--- src/sc_pkg.sv ---
package sc_pkg;

    // Pixel channel and coordinate widths
    localparam int COLOR_W = 8;
    localparam int COORD_W = 12;

    // Repeat factors (minus one), scanline strength and mask brightness
    localparam int RPT_W = 4;

    // Line buffer geometry
    localparam int LB_LINES  = 4;
    localparam int LB_LINE_W = 64;
    localparam int LB_X_W    = 6;
    localparam int LB_Y_W    = 2;

    // Pipeline stage numbers, counted from the H/V counter state
    //   1  sync, DE, coordinates and buffer address registered
    //   2  buffer read data valid, timing delayed to match
    //   3  mask flag and scanline subtraction
    //   4  test pattern / mask / colour select, top-level outputs
    localparam int PP_TIMING  = 1;
    localparam int PP_LINEBUF = PP_TIMING + 1;
    localparam int PP_SLGEN   = PP_LINEBUF + 1;
    localparam int PP_TP      = PP_SLGEN + 1;

    // Cycles from counter state to the top-level outputs
    localparam int PP_LATENCY = PP_TP;

    // One colour channel value
    typedef logic [COLOR_W-1:0] color_t;

    // Counter or pixel coordinate
    typedef logic [COORD_W-1:0] coord_t;

    // Repeat factor minus one, or a 4-bit strength / brightness
    typedef logic [RPT_W-1:0] rpt_t;

    // Pixel index within a buffered line
    typedef logic [LB_X_W-1:0] lb_x_t;

    // Line slot within the buffer
    typedef logic [LB_Y_W-1:0] lb_y_t;

endpackage

--- src/sc_timing_gen.sv ---
module sc_timing_gen (
    input  logic           PCLK_OUT_i,
    input  logic           reset_i,
    input  sc_pkg::coord_t h_total_i,
    input  sc_pkg::coord_t h_active_i,
    input  sc_pkg::coord_t h_synclen_i,
    input  sc_pkg::coord_t h_backporch_i,
    input  sc_pkg::coord_t v_total_i,
    input  sc_pkg::coord_t v_active_i,
    input  sc_pkg::coord_t v_synclen_i,
    input  sc_pkg::coord_t v_backporch_i,
    input  sc_pkg::rpt_t   x_rpt_i,
    input  sc_pkg::rpt_t   y_rpt_i,
    input  logic           sl_enable_i,
    output logic           hsync_o,
    output logic           vsync_o,
    output logic           de_o,
    output sc_pkg::coord_t xpos_o,
    output sc_pkg::coord_t ypos_o,
    output sc_pkg::lb_x_t  rd_x_o,
    output sc_pkg::lb_y_t  rd_y_o,
    output logic           sl_row_o
);

    sc_pkg::coord_t h_cnt;
    sc_pkg::coord_t v_cnt;

    // Active window bounds in counter space
    sc_pkg::coord_t h_start;
    sc_pkg::coord_t h_end;
    sc_pkg::coord_t v_start;
    sc_pkg::coord_t v_end;

    logic h_act;
    logic v_act;
    logic h_last;
    logic v_last;
    logic h_act_last;
    logic v_act_last;

    // Repeat sub-counters and source indices for the current counter state
    sc_pkg::rpt_t  x_sub;
    sc_pkg::lb_x_t src_x;
    sc_pkg::rpt_t  y_sub;
    sc_pkg::lb_y_t src_y;

    assign h_start = h_synclen_i + h_backporch_i;
    assign h_end   = h_start + h_active_i;
    assign v_start = v_synclen_i + v_backporch_i;
    assign v_end   = v_start + v_active_i;

    assign h_act = (h_cnt >= h_start) && (h_cnt < h_end);
    assign v_act = (v_cnt >= v_start) && (v_cnt < v_end);

    assign h_last = (h_cnt == h_total_i - 1'b1);
    assign v_last = (v_cnt == v_total_i - 1'b1);

    // Last active pixel of a line and last active line of a frame
    assign h_act_last = (h_cnt == h_end - 1'b1);
    assign v_act_last = (v_cnt == v_end - 1'b1);

    always_ff @(posedge PCLK_OUT_i) begin
        if (reset_i) begin
            h_cnt <= '0;
            v_cnt <= '0;
        end else if (h_last) begin
            h_cnt <= '0;
            if (v_last) begin
                v_cnt <= '0;
            end else begin
                v_cnt <= v_cnt + 1'b1;
            end
        end else begin
            h_cnt <= h_cnt + 1'b1;
        end
    end

    // Horizontal repeat, source pixel steps every x_rpt+1 output pixels
    always_ff @(posedge PCLK_OUT_i) begin
        if (reset_i) begin
            x_sub <= '0;
            src_x <= '0;
        end else if (h_act && !h_act_last) begin
            if (x_sub == x_rpt_i) begin
                x_sub <= '0;
                src_x <= src_x + 1'b1;
            end else begin
                x_sub <= x_sub + 1'b1;
            end
        end else begin
            x_sub <= '0;
            src_x <= '0;
        end
    end

    // Vertical repeat, advanced once per line at the end of the line
    always_ff @(posedge PCLK_OUT_i) begin
        if (reset_i) begin
            y_sub <= '0;
            src_y <= '0;
        end else if (h_last) begin
            if (v_act && !v_act_last) begin
                if (y_sub == y_rpt_i) begin
                    y_sub <= '0;
                    src_y <= src_y + 1'b1;
                end else begin
                    y_sub <= y_sub + 1'b1;
                end
            end else begin
                y_sub <= '0;
                src_y <= '0;
            end
        end
    end

    // Stage 1 registers
    always_ff @(posedge PCLK_OUT_i) begin
        if (reset_i) begin
            hsync_o  <= 1'b1;
            vsync_o  <= 1'b1;
            de_o     <= 1'b0;
            xpos_o   <= '0;
            ypos_o   <= '0;
            rd_x_o   <= '0;
            rd_y_o   <= '0;
            sl_row_o <= 1'b0;
        end else begin
            hsync_o  <= (h_cnt >= h_synclen_i);
            vsync_o  <= (v_cnt >= v_synclen_i);
            de_o     <= h_act && v_act;
            xpos_o   <= (h_act && v_act) ? h_cnt - h_start : '0;
            ypos_o   <= (h_act && v_act) ? v_cnt - v_start : '0;
            rd_x_o   <= src_x;
            rd_y_o   <= src_y;
            // Darken the last output line of each repeat group
            sl_row_o <= sl_enable_i && (y_rpt_i != '0) && (y_sub == y_rpt_i);
        end
    end

    // Active coordinates stay inside the configured line width
    a_de_xpos_in_range: assert property (
        @(posedge PCLK_OUT_i) disable iff (reset_i)
        de_o |-> (xpos_o < h_active_i)
    ) else $error("xpos_o out of active range while de_o is high");

endmodule

--- config.mk ---
export PLATFORM = sky130hd
export DESIGN_NAME = sc_timing_gen
export DESIGN_NICKNAME = d
export VERILOG_FILES = /design/src/sc_pkg.sv /design/src/sc_timing_gen.sv
export SDC_FILE = /design/constraint.sdc
export NUM_CORES = 1
export LEC_CHECK = 0
export BUFFER_PORTS_ARGS = -buffer_cell sky130_fd_sc_hd__buf_2
export CORE_MARGIN = 1.5
export CORE_UTILIZATION = 53
export DETAILED_ROUTE_END_ITERATION = 16
export GPL_ROUTABILITY_DRIVEN = 0
export GPL_TIMING_DRIVEN = 0
export PLACE_DENSITY = 0.79
export SYNTH_ARGS = -nofsm -noshare
export SYNTH_HDL_FRONTEND = slang
export SYNTH_SLANG_ARGS = --single-unit
--- constraint.sdc ---
create_clock -name PCLK_OUT_i -period 5.07 [get_ports PCLK_OUT_i]
set_clock_uncertainty 0.2 [all_clocks]
set_input_delay 0.2535 -clock PCLK_OUT_i [delete_from_list [all_inputs] [get_ports PCLK_OUT_i]]
set_output_delay 0.2535 -clock PCLK_OUT_i [all_outputs]
set_load 0.01 [all_outputs]
## After elaboration in Yosys (flattened, before gate mapping)

Cells that the tools add are included.

- Input bits: 107
- Flip-flop bits (word level): 76

- $lt $le $gt $ge: 6
- Add/subtract/negate cells: 16
- Eq/ne operators: 7
- Bitwise logic cells: 2
- Reduce and logical (&&, ||, !) cells: 15
- Mux-type cells: 5

Operators with widths:

| kind | count |
|---|---|
| adder 12 bit | 4 |
| == test 12 bit | 4 |
| greater-or-equal comparator 12 bit | 4 |
| subtractor 12 x 1 -> 12 bit (second input constant) | 4 |
| adder 12 x 1 -> 12 bit (second input constant) | 2 |
| < comparator 12 bit | 2 |
| subtractor 12 bit | 2 |
| 2-to-1 mux 12 bit | 1 |
| adder 4 x 1 -> 4 bit (second input constant) | 2 |
| == test 4 bit | 2 |
| 2-to-1 mux 4 bit | 2 |
| logical AND 1 bit | 7 |
| adder 6 x 1 -> 6 bit (second input constant) | 1 |
| OR reduction 2 bit | 3 |
| 2-to-1 mux 2 bit | 2 |
| nonzero test 4 bit | 1 |
| OR reduction 3 bit | 1 |
| adder 2 x 1 -> 2 bit (second input constant) | 1 |
| zero test 1 bit | 2 |
| inequality test 2 x 1 -> 1 bit (second input constant) | 1 |
| NOT 1 bit | 2 |
| AND reduction 2 bit | 1 |

## Logic depth before layout (Yosys ltp)

Gate-level depths: netlist of run 1.

- Word-level depth: 8
- Depth in mapped cells: 26

## Least setup slack after synthesis of run 1

No wires, ideal clock.

- Path type: input to register
- From: input port v_synclen_i[0]
- To: register ypos_o[11]
- Stages: 26
- Arrival: 5076 ps
- Library setup time: 71 ps
- Path slack: -277 ps
- Cells stage by stage: ha_1 > fa_1 > a21oi_1 > nor2_1 > nor2_1 > o21bai_1 > a21oi_1 > o21bai_1 > a21oi_1 > xnor2_1 > ha_1 > a21oi_1 > nor2_1 > a21oi_1 > nand2_1 > a31oi_1 > inv_1 > ha_1 > o211ai_1 > a31oi_1 > a211o_1 > maj3_1 > a221o_1 > a211o_1 > clkbuf_1 > a21oi_1

- Longest elaborated chain between the ends: 7
- Elaborated cells between the ends (all ways): 9
- Classes of those cells: 3 x add/sub; 2 x order compare; 1 x bitwise; 3 x reduce/logical

RTL lines:

| what | RTL line | RTL |
|---|---|---|
| from (decl) | sc_timing_gen.sv:10 | `input sc_pkg::coord_t v_synclen_i,` |
| adder 12 bit * | sc_timing_gen.sv:49 | `assign v_start = v_synclen_i + v_backporch_i;` |
| adder 12 bit | sc_timing_gen.sv:50 | `assign v_end = v_start + v_active_i;` |
| < comparator 12 bit | sc_timing_gen.sv:53 | `assign v_act = (v_cnt >= v_start) && (v_cnt < v_end);` |
| logical AND 1 bit | sc_timing_gen.sv:53 |  |
| logical AND 1 bit | sc_timing_gen.sv:132 | `ypos_o <= (h_act && v_act) ? v_cnt - v_start : '0;` |
| NOT 1 bit (no source line) | -- |  |
| OR reduction 2 bit (no source line) | -- |  |
| to (signal assigned) | sc_timing_gen.sv:132 |  |
| to (decl) | sc_timing_gen.sv:19 | `output sc_pkg::coord_t ypos_o,` |

Every way passes the cells marked *; elsewhere a longest branch is shown, timed or not.
A chain may end at the register's enable or synchronous reset.

## Worst setup path after layout of run 1

- From: input port v_synclen_i[0]
- To: register y_sub[2]

- Longest elaborated chain between the ends: 7
- Elaborated cells between the ends (all ways): 10
- Classes of those cells: 3 x add/sub; 2 x order compare; 1 x eq/ne; 1 x mux; 3 x reduce/logical

RTL lines:

| what | RTL line | RTL |
|---|---|---|
| adder 12 bit * | sc_timing_gen.sv:49 |  |
| adder 12 bit | sc_timing_gen.sv:50 |  |
| subtractor 12 x 1 -> 12 bit | sc_timing_gen.sv:60 | `assign v_act_last = (v_cnt == v_end - 1'b1);` |
| == test 12 bit | sc_timing_gen.sv:60 |  |
| zero test 1 bit | sc_timing_gen.sv:102 | `if (v_act && !v_act_last) begin` |
| logical AND 1 bit * | sc_timing_gen.sv:102 |  |
| 2-to-1 mux 4 bit * | sc_timing_gen.sv:102 |  |
| to (signal assigned) | sc_timing_gen.sv:107 | `y_sub <= y_sub + 1'b1;` |
| to (decl) | sc_timing_gen.sv:44 | `sc_pkg::rpt_t y_sub;` |

Marked as above.

==> insert_results.sql, run 1 <==
INSERT INTO impl_metrics (metric_group, metric, value, unit) VALUES
('run_status', 'run_status', 'finished, final reports clean', ''),
('synth', 'synth.avg_cell_area', '8.01', 'µm²'),
('layout', 'synthToLayoutAreaGrowth', '24.2', '%'),
('layout', 'fill_cell_total_of_the_finished_layout', '1281', ''),
('timing', 'final-hold-violation-count', '0', ''),
('critical_path', 'critical_path.startpoint_type', 'input pin', ''),
('critical_path', 'worst_setup_path_startpoint', 'v_synclen_i[0]', ''),
('timing', 'max-slew-margin-rel', '0.400', ''),
('clock_network', 'clk_path_buf_depth', '2', ''),
('critical_path', 'critPathArrivalTime', '5.05', 'ns'),
('pwr', 'netSwitchingPower', '1.05', 'mW'),
('detailed_routing', 'num_vias', '8038', ''),
('clock_network', 'cts_sink_cnt', '76', ''),
('placement', 'dpl.hpwl', '16900', 'µm'),
('critical_path', 'crit_path_max_fanout', '7', ''),
('pwr', 'seq_power_share', '0.227', ''),
('placement', 'placed_cell_area', '9350', 'µm²'),
('placement', 'numPlacedInstances', '1391', ''),
('synth', 'synthDistinctLibCells', '76', ''),
('layout', 'fin_nets', '1463', ''),
('detailed_routing', 'routed_via_density', '5.58', ''),
('timing', 'finalSetupViolCount', '0', ''),
('clock_network', 'clkLatencyLatePin', '0.34', 'ns'),
('timing', 'maxClockFrequency', '201', 'MHz'),
('floorplanning', 'initial_utilization', '0.546', ''),
('pwr', 'leakage_power', '4.86', 'nW'),
('critical_path', 'timing.critical_path.required', '5.14', 'ns'),
('grt', 'globalRouteTotalUtil', '0.265', ''),
('detailed_routing', 'routed_wire_length_per_instance', '15.4', 'µm'),
('critical_path', 'cell_type_of_the_slowest_stage_on_the_worst_timing_path', 'sky130_fd_sc_hd__a221o_2', ''),
('timing', 'report.final.slew_viol_count', '0', ''),
('detailed_routing', 'finalWirelength', '22100', 'µm'),
('timing', 'rsz0062_at_grt', 'true', ''),
('run', 'drv_cap', '0', ''),
('synth', 'yosys_most_used_dff', 'sky130_fd_sc_hd__dfxtp_1', ''),
('min_path', 'min_path_type', 'in2reg', ''),
('critical_path', 'source_of_the_worst_register_to_register_timing_path', 'v_cnt[0]', ''),
('timing', 'slew_at_the_pin_closest_to_its_max_slew_limit', '0.892', 'ns'),
('grt', 'grt_start_max_net_pins', '16', ''),
('synth', 'synth-async-reset-ratio', '0', ''),
('synth', 'postSynthNetCount', '1278', ''),
('critical_path', 'timing.critical_path.max_delay_family', 'compound AO/OA/AOI/OAI gates', ''),
('clock_network', 'cts_tree', 'yes', ''),
('layout', 'post_route_cells_drive_above_1_share', '0.227', ''),
('detailed_routing', 'detail_route.drc_violations', '0', ''),
('synth', 'yosys_register_bits', '76', ''),
('pwr', 'share_clk_of_total_power', '0.251', ''),
('grt', 'vias_in_the_first_global_route', '7772', ''),
('synth', 'number_of_enable_flip_flop_cells_after_synthesis', '0', ''),
('floorplanning', 'die-height', '128', 'µm'),
('timing', 'fin_tns_setup', '0', 'ns'),
('critical_path', 'crit_path_max_incr_delay', '0.46', 'ns'),
('clock_network', 'cts_buffers', '9', ''),
('layout', 'finalCoreUtilization', '0.678', ''),
('floorplanning', 'chipWidth', '128', 'µm'),
('detailed_routing', 'drt_first_pass_iters', '4', ''),
('floorplanning', 'die_footprint', '16500', 'µm²'),
('pwr', 'irDropWorstVdd', '0.201', 'mV'),
('detailed_routing', 'drtAntennaViolNets', '0', ''),
('synth', 'ys.warnings.count', '0', ''),
('timing', 'final_min_period_over_clock_period', '0.982', ''),
('pwr', 'p_int', '1.62', 'mW'),
('pwr', 'combinationalPowerShare', '0.522', ''),
('clock_network', 'clock-root-buffer', 'sky130_fd_sc_hd__clkbuf_16', ''),
('floorplanning', 'fp-row-count', '45', ''),
('grt', 'grt_pass1_wl', '35400', 'µm'),
('critical_path', 'critical-path-top-cell-by-count', 'sky130_fd_sc_hd__a21oi_2', ''),
('critical_path', 'timing.reg2reg.setup_slack', '1.32', 'ns'),
('critical_path', 'critical_path.endpoint_type', 'flop', ''),
('pwr', 'finalPower', '2.67', 'mW'),
('layout', 'final_cell_area', '10300', 'µm²');
worst paths after layout:
check,to,depth (start not counted)
hold reg to reg,rd_x_o[5],1
setup reg to reg,y_sub[2],16
hold / removal,ypos_o[0],4
setup / recovery,y_sub[2],29
per-layer routing:
metal / global-route usage / share of wire / up-vias
li1: - / - / 4067
met1: 0.307 / 0.42 / 3741
met2: 0.496 / 0.52 / 189
met3: 0.0337 / 0.035 / 41
met4: 0.0985 / 0.026 / 0
met5: 0 / 0 / -
power by group through the flow:
stage                     Combinational (mW)  Sequential [mW]  Clock [mW]
after floorplan                        0.925            0.618           0
after global placement                  1.15            0.619           0
after detailed placement                1.18            0.619           0
after CTS                               1.31            0.605       0.674
after global routing                    1.54            0.606       0.706
final                                   1.39            0.606       0.671
worst register-to-register path, cell delays in order, from the launching register on:
cell and delay [ns]:
sky130_fd_sc_hd__dfxtp_1 0.35, sky130_fd_sc_hd__inv_1 0.23, sky130_fd_sc_hd__ha_1 0.22, sky130_fd_sc_hd__inv_1 0.06, sky130_fd_sc_hd__fa_1 0.40, sky130_fd_sc_hd__a21o_1 0.17, sky130_fd_sc_hd__a21oi_1 0.20, sky130_fd_sc_hd__o21ai_0 0.15
sky130_fd_sc_hd__or4_1 0.45, sky130_fd_sc_hd__a311o_1 0.34, sky130_fd_sc_hd__nand2_1 0.11, sky130_fd_sc_hd__a221o_2 0.25, sky130_fd_sc_hd__a31oi_4 0.06, sky130_fd_sc_hd__buf_12 0.16, sky130_fd_sc_hd__buf_6 0.11, sky130_fd_sc_hd__o211ai_1 0.08
sky130_fd_sc_hd__a21oi_1 0.09
cell type report:
| type | instances | area [µm²] | area share |
|---|---|---|---|
| Clock inverter | 7 | 82.6 | 0.00799 |
| Multi-Input combinational cell | 838 | 6690 | 0.647 |
| Inverter | 100 | 375 | 0.0363 |
| Sequential cell | 76 | 1520 | 0.147 |
| Clock buffer | 9 | 225 | 0.0218 |
| Buffer | 26 | 158 | 0.0152 |
| Tap cell | 211 | 264 | 0.0255 |
| Timing Repair Buffer | 174 | 1020 | 0.0986 |
cells in the mapped netlist (5+ instances only):
cell type                    n  area share
sky130_fd_sc_hd__nand4_1    14       0.011
sky130_fd_sc_hd__nand2b_1   12      0.0090
sky130_fd_sc_hd__nor4_1     21       0.016
sky130_fd_sc_hd__and2_1     10      0.0075
sky130_fd_sc_hd__a21oi_1    55       0.033
sky130_fd_sc_hd__a211oi_1   11      0.0099
sky130_fd_sc_hd__o211ai_1    7      0.0063
sky130_fd_sc_hd__nand2_1    54       0.024
sky130_fd_sc_hd__nor3_1     36       0.022
sky130_fd_sc_hd__nor2b_1    15       0.011
sky130_fd_sc_hd__nor2_1     79       0.036
sky130_fd_sc_hd__nand3_1    35       0.021
sky130_fd_sc_hd__or2_2       5      0.0038
sky130_fd_sc_hd__o21bai_1   14       0.013
sky130_fd_sc_hd__fa_1        6       0.014
sky130_fd_sc_hd__inv_1     100       0.045
sky130_fd_sc_hd__a211o_1     5      0.0053
sky130_fd_sc_hd__clkbuf_1   21      0.0095
sky130_fd_sc_hd__dfxtp_1    76        0.18
sky130_fd_sc_hd__nand3b_1    5      0.0045
sky130_fd_sc_hd__o21ai_0    41       0.025
sky130_fd_sc_hd__a21boi_0    5      0.0045
sky130_fd_sc_hd__xor2_1     42       0.044
sky130_fd_sc_hd__xnor2_1    96        0.10
sky130_fd_sc_hd__ha_1      125        0.19
sky130_fd_sc_hd__and3_1      9      0.0068
sky130_fd_sc_hd__a21o_1     30       0.027
sky130_fd_sc_hd__a31oi_1     7      0.0053
sky130_fd_sc_hd__o21a_1      8      0.0072
sky130_fd_sc_hd__or3_1      11      0.0083
cell usage in the layout (no fill, tap or decap), drive strengths merged, types with 13 or more instances in the layout:
cell,count
a21o,30
dfxtp,76
nor2,81
nor2b,15
clkbuf,31
o21ai,42
nor4,23
o21bai,14
nand2,54
nand3,35
inv,102
buf,177
xnor2,96
nor3,36
xor2,42
nand2b,13
a21oi,56
nand4,14
ha,125
sequential cells by signal, indices dropped and copies added (netlist names):
register  count
src_x         6
rd_y_o        2
v_cnt        12
hsync_o       1
xpos_o       12
vsync_o       1
src_y         2
sl_row_o      1
h_cnt        12
de_o          1
y_sub         4
rd_x_o        6
ypos_o       12
x_sub         4
cell families (layout without fill, tap and decap cells):
group / count (synthesis) / in the layout / synth area share
flops: 76 / 76 / 0.183
fa+ha+maj: 133 / 133 / 0.205
buf+inv: 127 / 316 / 0.0594
xor+xnor: 143 / 143 / 0.159
mux: 1 / 1 / 0.00120
compound gates: 228 / 229 / 0.185
simple gates: 332 / 332 / 0.208
metrics by stage:
step / setup slack, ns / hold slack, ns
floorplan: 0.00785 / 0.226
global placement: -0.806 / 0.271
detailed placement: -0.850 / 0.275
CTS: 0.0227 / 0.121
global route: -0.131 / 0.131
finish: 0.0922 / 0.128
what timing repair did:
action                                 CTS  global route
pin swaps                               27            34
hold buffers                             1             0
gates cloned                             3             0
endpoints found under the hold margin    1             0
setup endpoints to repair               31            41
resized for setup                       42            41
buffers inserted                        22             9
Note: power is estimated with default switching activity, not from simulation.
==> run 2: changes to the inputs <==
--- a/config.mk
+++ b/config.mk
@@ -5,13 +5,14 @@
 export SDC_FILE = /design/constraint.sdc
 export NUM_CORES = 1
 export LEC_CHECK = 0
+export ABC_AREA = 1
 export BUFFER_PORTS_ARGS = -buffer_cell sky130_fd_sc_hd__buf_2
 export CORE_MARGIN = 1.5
 export CORE_UTILIZATION = 53
 export DETAILED_ROUTE_END_ITERATION = 16
 export GPL_ROUTABILITY_DRIVEN = 0
 export GPL_TIMING_DRIVEN = 0
-export PLACE_DENSITY = 0.79
+export PLACE_DENSITY = 0.78
 export SYNTH_ARGS = -nofsm -noshare
 export SYNTH_HDL_FRONTEND = slang
 export SYNTH_SLANG_ARGS = --single-unit
==> run 2 against run 1 <==
Effect of this change:
- largest cell class unchanged
- maximum frequency rose by 6.2%
- via count rose by 12%
- flip-flop and latch count did not move
- worst hold slack got worse by 0.077 ns
- synthesized cell count rose by 27%
- critical endpoint is now xpos_o[9]
- non-clock buffer count fell by 45
- critical path type unchanged
- combinational power fell by 6%
- setup slack improved by 0.29 ns
- wire length rose by 3.7%
==> insert_results.sql, run 2 <==
INSERT INTO impl_metrics (metric_group, metric, value, unit) VALUES
('floorplanning', 'die_footprint', '17800', 'µm²'),
('grt', 'globalRouteTotalUtil', '0.262', ''),
('placement', 'dpl.hpwl', '19100', 'µm'),
('layout', 'final-instance-count-excl-fill', '1707', ''),
('synth', 'synthDistinctLibCells', '56', ''),
('grt', 'vias_in_the_first_global_route', '8637', ''),
('clock_network', 'cts_buffers', '9', ''),
('critical_path', 'worst_setup_path_startpoint', 'h_synclen_i[0]', ''),
('critical_path', 'critPathArrivalTime', '4.76', 'ns'),
('layout', 'synthToLayoutAreaGrowth', '14.9', '%'),
('detailed_routing', 'drt_first_pass_iters', '4', ''),
('critical_path', 'timing.rr.end', 'xpos_o[9]', ''),
('floorplanning', 'placeableCoreArea', '16600', 'µm²'),
('synth', 'synth_largest_type_area_fraction', '0.174', ''),
('critical_path', 'cell_type_of_the_slowest_stage_on_the_worst_timing_path', 'sky130_fd_sc_hd__fa_1', ''),
('detailed_routing', 'num_vias', '9004', ''),
('grt', 'grt_pass1_wl', '38100', 'µm'),
('timing', 'rsz0062_at_grt', 'false', ''),
('layout', 'most-common-layout-cells', 'sky130_fd_sc_hd__nand2_1, sky130_fd_sc_hd__inv_1, sky130_fd_sc_hd__buf_2, sky130_fd_sc_hd__nor2_1, sky130_fd_sc_hd__ha_1', ''),
('synth', 'yosysSeqAreaShare', '0.169', ''),
('critical_path', 'worst-setup-path-type', 'in2reg', ''),
('placement', 'port_buffers', '142', ''),
('timing', 'finalSetupViolCount', '0', ''),
('critical_path', 'worst_r2r_path_depth', '14', ''),
('critical_path', 'crit_path_max_fanout', '10', ''),
('timing', 'maxClockFrequency', '213', 'MHz'),
('critical_path', 'crit_path_max_incr_delay', '0.42', 'ns'),
('timing', 'final-hold-violation-count', '0', ''),
('clock_network', 'cts_sink_cnt', '76', ''),
('clock_network', 'clock-root-buffer', 'sky130_fd_sc_hd__clkbuf_16', ''),
('pwr', 'leakage_power', '5.40', 'nW'),
('grt', 'globalRouteOverflowTotal', '0', ''),
('synth', 'post_synth_most_frequent_cells', 'sky130_fd_sc_hd__nand2_1, sky130_fd_sc_hd__inv_1, sky130_fd_sc_hd__nor2_1', ''),
('timing', 'period_needed', '4.69', 'ns'),
('layout', 'mostFrequentLayoutCell', 'sky130_fd_sc_hd__nand2_1', ''),
('critical_path', 'timing.reg2reg.setup_slack', '1.79', 'ns'),
('grt', 'grt_start_max_net_pins', '17', ''),
('synth', 'postSynthNetCount', '1559', ''),
('timing', 'final_min_period_over_clock_period', '0.924', ''),
('synth', 'syn-instance-count', '1321', ''),
('detailed_routing', 'drtAntennaViolNets', '0', ''),
('timing', 'max-slew-margin-rel', '0.570', ''),
('layout', 'fill_cell_total_of_the_finished_layout', '1624', ''),
('clock_network', 'clkLatencyLatePin', '0.35', 'ns'),
('detailed_routing', 'routed_wire_length_per_instance', '13.4', 'µm'),
('critical_path', 'timing.critical_path.required', '5.14', 'ns'),
('floorplanning', 'die-height', '133', 'µm'),
('synth', 'synth-async-reset-ratio', '0', ''),
('critical_path', 'critical_path.endpoint_type', 'flop', ''),
('synth', 'ys.warnings.count', '0', ''),
('layout', 'fin_nets', '1717', ''),
('critical_path', 'source_of_the_worst_register_to_register_timing_path', 'v_cnt[0]', ''),
('synth', 'yosys_register_bits', '76', ''),
('min_path', 'min_path_type', 'in2reg', ''),
('timing', 'slew_at_the_pin_closest_to_its_max_slew_limit', '0.642', 'ns'),
('detailed_routing', 'detailedRoute.firstIterationViolations', '367', ''),
('synth', 'netlist_area', '8990', 'µm²'),
('critical_path', 'worst-path-stages', '29', ''),
('synth', 'synth.avg_cell_area', '6.81', 'µm²'),
('synth', 'most_numerous_cell_in_the_yosys_netlist', 'sky130_fd_sc_hd__nand2_1', ''),
('floorplanning', 'boundaryPins', '143', ''),
('run_status', 'run_status', 'finished, final reports clean', ''),
('min_path', 'hold-path-cell-count', '3', ''),
('clock_network', 'cts_tree', 'yes', ''),
('clock_network', 'clk_transition_reported_paths', '0.07', 'ns'),
('synth', 'synth.top_cells.by_area', 'sky130_fd_sc_hd__ha_1, sky130_fd_sc_hd__dfxtp_1, sky130_fd_sc_hd__nand2_1, sky130_fd_sc_hd__inv_1, sky130_fd_sc_hd__xor2_1', ''),
('detailed_routing', 'routed_via_density', '5.27', ''),
('layout', 'seqCellArea', '1520', 'µm²'),
('critical_path', 'critical_path.endpoint', 'xpos_o[9]', ''),
('floorplanning', 'chipWidth', '133', 'µm'),
('clock_network', 'clk_path_buf_depth', '2', ''),
('critical_path', 'critical_path.startpoint_type', 'input pin', ''),
('timing', 'report.final.slew_viol_count', '0', ''),
('layout', 'post_route_cells_drive_above_1_share', '0.173', ''),
('synth', 'synth_largest_area_cell', 'sky130_fd_sc_hd__ha_1', ''),
('clock_network', 'htree_num_levels', '3', ''),
('floorplanning', 'initial_utilization', '0.542', ''),
('placement', 'numPlacedInstances', '1683', ''),
('pwr', 'power.density_cell_area', '247', 'nW/µm²'),
('critical_path', 'timing.critical_path.max_delay_family', 'compound AO/OA/AOI/OAI gates', ''),
('floorplanning', 'fp-row-count', '47', ''),
('run', 'drv_cap', '0', ''),
('synth', 'yosys_most_used_dff', 'sky130_fd_sc_hd__dfxtp_1', ''),
('grt', 'initial_antenna_violation_count', '3', ''),
('pwr', 'irDropWorstVdd', '0.147', 'mV'),
('layout', 'finalCoreUtilization', '0.623', ''),
('detailed_routing', 'detail_route.drc_violations', '0', ''),
('layout', 'multi_input_comb_area', '6650', 'µm²'),
('critical_path', 'crit_buf_inv', '5', ''),
('synth', 'number_of_enable_flip_flop_cells_after_synthesis', '0', ''),
('detailed_routing', 'finalWirelength', '22900', 'µm');
[run 2: cell count changes after synthesis, sizes merged, moves of 23 or more]
| cell | change |
|---|---|
| a21o | -23 |
| nand3 | +82 |
| xnor2 | -63 |
| nor2 | +69 |
| xor2 | +30 |
| nand2 | +219 |
| inv | +108 |
[run 2: stage by stage]
stage	setup WS [ns]	area [µm²]	power [mW]	hold slack (ns)	TNS, ns
final	0.383	10300	2.55	0.0517	0
after global routing	0.00681	10300	2.77	0.0634	0
after CTS	0.0518	10300	2.56	0.0346	0
after detailed placement	-0.297	9980	1.91	0.240	-4.04
after global placement	-0.244	9980	1.87	0.231	-2.84
after floorplan	0.799	8990	1.64	0.184	0
[run 2: how the worst min path moves through the flow]
stage,startpoint,to,slack (ns)
after CTS,y_rpt_i[3],sl_row_o,0.03
after floorplan,sl_enable_i,sl_row_o,0.18
after global placement,src_y[1],rd_y_o[1],0.23
after detailed placement,src_y[1],rd_y_o[1],0.24
after global routing,y_rpt_i[3],sl_row_o,0.06
final,y_rpt_i[3],sl_row_o,0.05
[run 2: power breakdown]
group          switching, mW  internal (mW)
logic                  0.814          0.494
clock network          0.298          0.344
registers            0.00524          0.600
total                   1.12           1.44
[run 2: timing repair]
| action | 4_1_cts | 5_1_grt |
|---|---|---|
| hold endpoints to repair | 1 | 0 |
| resized for setup | 0 | 4 |
| buffers inserted | 0 | 4 |
| hold buffers | 1 | 0 |
| endpoints found under the setup margin | 0 | 26 |
[run 2: area by class of cell]
type / instances / share of cell area
well taps: 220 / 0.0266
diodes: 3 / 0.000726
clock buffers: 9 / 0.0218
repair buffers: 147 / 0.0726
flip-flops and latches: 76 / 0.147
inverters: 210 / 0.0763
plain buffers: 8 / 0.00496
clock inverters: 7 / 0.00630
multi-input cells: 1027 / 0.643
[run 2: tightest hold or removal path, cell delays in order]
cell,delay (ns)
sky130_fd_sc_hd__buf_2,0.09
sky130_fd_sc_hd__nor4_1,0.04
sky130_fd_sc_hd__nor3_1,0.16
[run 2: metal layers]
layer | track usage | wire length, µm | vias to the layer above
met5 | 0 | 7 | -
met4 | 0.115 | 781 | 2
met3 | 0.0308 | 937 | 52
met2 | 0.475 | 11300 | 194
met1 | 0.309 | 9910 | 4101
li1 | - | - | 4655
[run 2: logic make-up after synthesis]
| kind of cell | Yosys count | synth area share |
|---|---|---|
| adder cells (fa/ha/maj) | 131 | 0.187 |
| AO/OA/AOI/OAI | 151 | 0.102 |
| flip-flops | 76 | 0.169 |
| buffers and inverters | 218 | 0.0931 |
| AND/OR/NAND/NOR | 640 | 0.340 |
| XOR/XNOR | 105 | 0.109 |
==> run 3: changes to the inputs <==
--- a/config.mk
+++ b/config.mk
@@ -7,12 +7,15 @@
 export LEC_CHECK = 0
 export ABC_AREA = 1
 export BUFFER_PORTS_ARGS = -buffer_cell sky130_fd_sc_hd__buf_2
+export CELL_PAD_IN_SITES_DETAIL_PLACEMENT = 0
+export CELL_PAD_IN_SITES_GLOBAL_PLACEMENT = 1
 export CORE_MARGIN = 1.5
-export CORE_UTILIZATION = 53
+export CORE_UTILIZATION = 38
 export DETAILED_ROUTE_END_ITERATION = 16
 export GPL_ROUTABILITY_DRIVEN = 0
 export GPL_TIMING_DRIVEN = 0
-export PLACE_DENSITY = 0.78
+export PLACE_DENSITY = 0.76
+export SKIP_CTS_REPAIR_TIMING = 1
 export SYNTH_ARGS = -nofsm -noshare
 export SYNTH_HDL_FRONTEND = slang
 export SYNTH_SLANG_ARGS = --single-unit
==> run 3 against run 2 <==
Effect of this change:
- clock-buffer cell count is the same
- register-to-register slack lost 0.03 ns
- core utilization shrank 17 points
- sequential power is essentially flat
- non-clock buffer count shrank 1
- maximum frequency grew 2.1%
- critical path type unchanged
- largest cell class unchanged
- highest routed layer unchanged
==> insert_results.sql, run 3 (same netlist as run 2, synthesis figures left out) <==
INSERT INTO impl_metrics (metric_group, metric, value, unit) VALUES
('placement', 'place_worst_setup_slack', '-0.274', 'ns'),
('floorplanning', 'initial_utilization', '0.385', ''),
('timing', 'report.final.slew_viol_count', '0', ''),
('floorplanning', 'die-height', '157', 'µm'),
('pwr', 'netSwitchingPower', '1.12', 'mW'),
('critical_path', 'crit_path_max_incr_delay', '0.41', 'ns'),
('floorplanning', 'die_footprint', '24600', 'µm²'),
('timing', 'finalSetupViolCount', '0', ''),
('pwr', 'power.density_cell_area', '253', 'nW/µm²'),
('pwr', 'share_clk_of_total_power', '0.280', ''),
('critical_path', 'timing.reg2reg.setup_slack', '1.76', 'ns'),
('layout', 'mostFrequentLayoutCell', 'sky130_fd_sc_hd__nand2_1', ''),
('critical_path', 'worst_setup_path_startpoint', 'v_synclen_i[0]', ''),
('critical_path', 'worst_r2r_path_depth', '14', ''),
('layout', 'post_route_cells_drive_above_1_share', '0.175', ''),
('timing', 'final-hold-violation-count', '0', ''),
('critical_path', 'timing.critical_path.required', '5.15', 'ns'),
('grt', 'initial_antenna_violation_count', '5', ''),
('clock_network', 'clk_transition_reported_paths', '0.07', 'ns'),
('timing', 'maxClockFrequency', '218', 'MHz'),
('clock_network', 'clk_path_buf_depth', '2', ''),
('min_path', 'hold_path.startpoint', 'y_rpt_i[3]', ''),
('critical_path', 'crit_path_max_fanout', '10', ''),
('detailed_routing', 'finalWirelength', '24100', 'µm'),
('detailed_routing', 'num_vias', '8664', ''),
('detailed_routing', 'routed_via_density', '4.80', ''),
('layout', 'fin_nets', '1716', ''),
('critical_path', 'timing.rr.end', 'xpos_o[7]', ''),
('run_status', 'run_status', 'finished, final reports clean', ''),
('critical_path', 'worst-setup-path-type', 'in2reg', ''),
('grt', 'globalRouteTotalUtil', '0.204', ''),
('layout', 'synthToLayoutAreaGrowth', '16.8', '%'),
('critical_path', 'critical_path.endpoint_type', 'flop', ''),
('grt', 'grt_pass1_wl', '39500', 'µm'),
('placement', 'port_buffers', '142', ''),
('floorplanning', 'placeableCoreArea', '23300', 'µm²'),
('floorplanning', 'fp-row-count', '56', ''),
('clock_network', 'cts_sink_cnt', '76', ''),
('clock_network', 'cts_tree', 'yes', ''),
('grt', 'grt_start_max_net_pins', '16', ''),
('timing', 'setup_slack', '0.481', 'ns'),
('timing', 'rsz0062_at_grt', 'false', ''),
('layout', 'fill_cell_total_of_the_finished_layout', '2468', ''),
('timing', 'slew_at_the_pin_closest_to_its_max_slew_limit', '0.707', 'ns'),
('placement', 'placed_cell_area', '10100', 'µm²'),
('floorplanning', 'boundaryPins', '143', ''),
('detailed_routing', 'drt_first_pass_iters', '5', ''),
('pwr', 'switching_share', '0.422', ''),
('grt', 'vias_in_the_first_global_route', '8279', ''),
('critical_path', 'critPathArrivalTime', '4.67', 'ns'),
('timing', 'max-slew-margin-rel', '0.523', ''),
('critical_path', 'source_of_the_worst_register_to_register_timing_path', 'v_cnt[0]', ''),
('detailed_routing', 'drtAntennaViolNets', '0', ''),
('floorplanning', 'chipWidth', '157', 'µm'),
('pwr', 'irDropWorstVdd', '0.147', 'mV'),
('min_path', 'min_path_type', 'in2reg', ''),
('grt', 'globalRouteOverflowTotal', '0', ''),
('placement', 'dpl.hpwl', '20500', 'µm'),
('critical_path', 'cell_type_of_the_slowest_stage_on_the_worst_timing_path', 'sky130_fd_sc_hd__fa_1', ''),
('layout', 'final_cell_area', '10500', 'µm²'),
('detailed_routing', 'detail_route.drc_violations', '0', ''),
('min_path', 'hold-path-cell-count', '3', ''),
('clock_network', 'htree_num_levels', '3', ''),
('min_path', 'min_to', 'sl_row_o', ''),
('timing', 'final_min_period_over_clock_period', '0.905', ''),
('detailed_routing', 'detailedRoute.firstIterationViolations', '349', ''),
('pwr', 'combinationalPowerShare', '0.493', ''),
('critical_path', 'critical-path-top-cell-by-count', 'sky130_fd_sc_hd__nand3_1', ''),
('timing', 'period_needed', '4.59', 'ns'),
('pwr', 'leakage_power', '5.42', 'nW'),
('layout', 'most-common-layout-cells', 'sky130_fd_sc_hd__nand2_1, sky130_fd_sc_hd__inv_1, sky130_fd_sc_hd__buf_2, sky130_fd_sc_hd__nor2_1, sky130_fd_sc_hd__ha_1', ''),
('clock_network', 'clkLatencyLatePin', '0.35', 'ns'),
('clock_network', 'cts_buffers', '9', ''),
('pwr', 'seq_power_share', '0.228', ''),
('detailed_routing', 'routed_wire_length_per_instance', '13.4', 'µm'),
('pwr', 'p_int', '1.53', 'mW'),
('critical_path', 'critical_path.startpoint_type', 'input pin', ''),
('clock_network', 'clock-root-buffer', 'sky130_fd_sc_hd__clkbuf_16', ''),
('run', 'drv_cap', '0', '');
run 3: changes by cell type in the layout (fill, tap and decap cells not counted), sizes merged:
cell / change
clkinv: -2
bufinv: +2
buf: -1
run 3: final cells by class:
type	instances	area, µm²	share of cell area
Timing Repair Buffer	146	743	0.0707
Tap cell	319	399	0.0380
Buffer	8	51.3	0.00488
Clock inverter	7	105	0.0100
Clock buffer	9	225	0.0214
Inverter	210	788	0.0750
Multi-Input combinational cell	1027	6670	0.634
Sequential cell	76	1520	0.145
Antenna cell	3	7.51	0.000715
run 3: power groups by stage:
stage	Clock, mW	Sequential [mW]	Combinational [mW]
after floorplan	0	0.618	1.03
after global placement	0	0.619	1.29
after detailed placement	0	0.619	1.30
after CTS	0.764	0.605	1.31
after global routing	0.787	0.605	1.51
final	0.742	0.605	1.31
run 3: worst max-delay path by stage:
stage,endpoint,slack (ns)
CTS,xpos_o[9],0.05
finish,xpos_o[7],0.48
detailed placement,xpos_o[9],-0.27
global placement,xpos_o[9],-0.32
global route,xpos_o[9],0.007
floorplan,xpos_o[9],0.80
run 3: metrics by stage:
step | hold slack (ns) | power [mW] | cells | TNS [ns] | utilization
floorplan | 0.184 | 1.64 | 1321 | 0 | -
global placement | 0.233 | 1.91 | 1782 | -5.16 | 0.433
detailed placement | 0.231 | 1.92 | 1782 | -4.66 | 0.433
CTS | -0.0800 | 2.68 | 1798 | 0 | 0.447
global route | 0.0427 | 2.90 | 1804 | 0 | 0.450
finish | 0.0423 | 2.65 | 1805 | 0 | 0.450
run 3: worst max-delay path, delay by kind of cell:
kind,cells,cell delay [ns]
simple gates,13,1.44
fa+ha+maj,4,1.22
xor+xnor,1,0.26
compound gates,5,0.77
buf+inv,5,0.71
run 3: routing by layer:
metal | track usage | share of wire | vias to the layer above
met5 | 0 | 0.00087 | -
li1 | - | - | 4644
met3 | 0.0288 | 0.033 | 25
met4 | 0.0617 | 0.018 | 4
met2 | 0.379 | 0.50 | 130
met1 | 0.239 | 0.45 | 3861
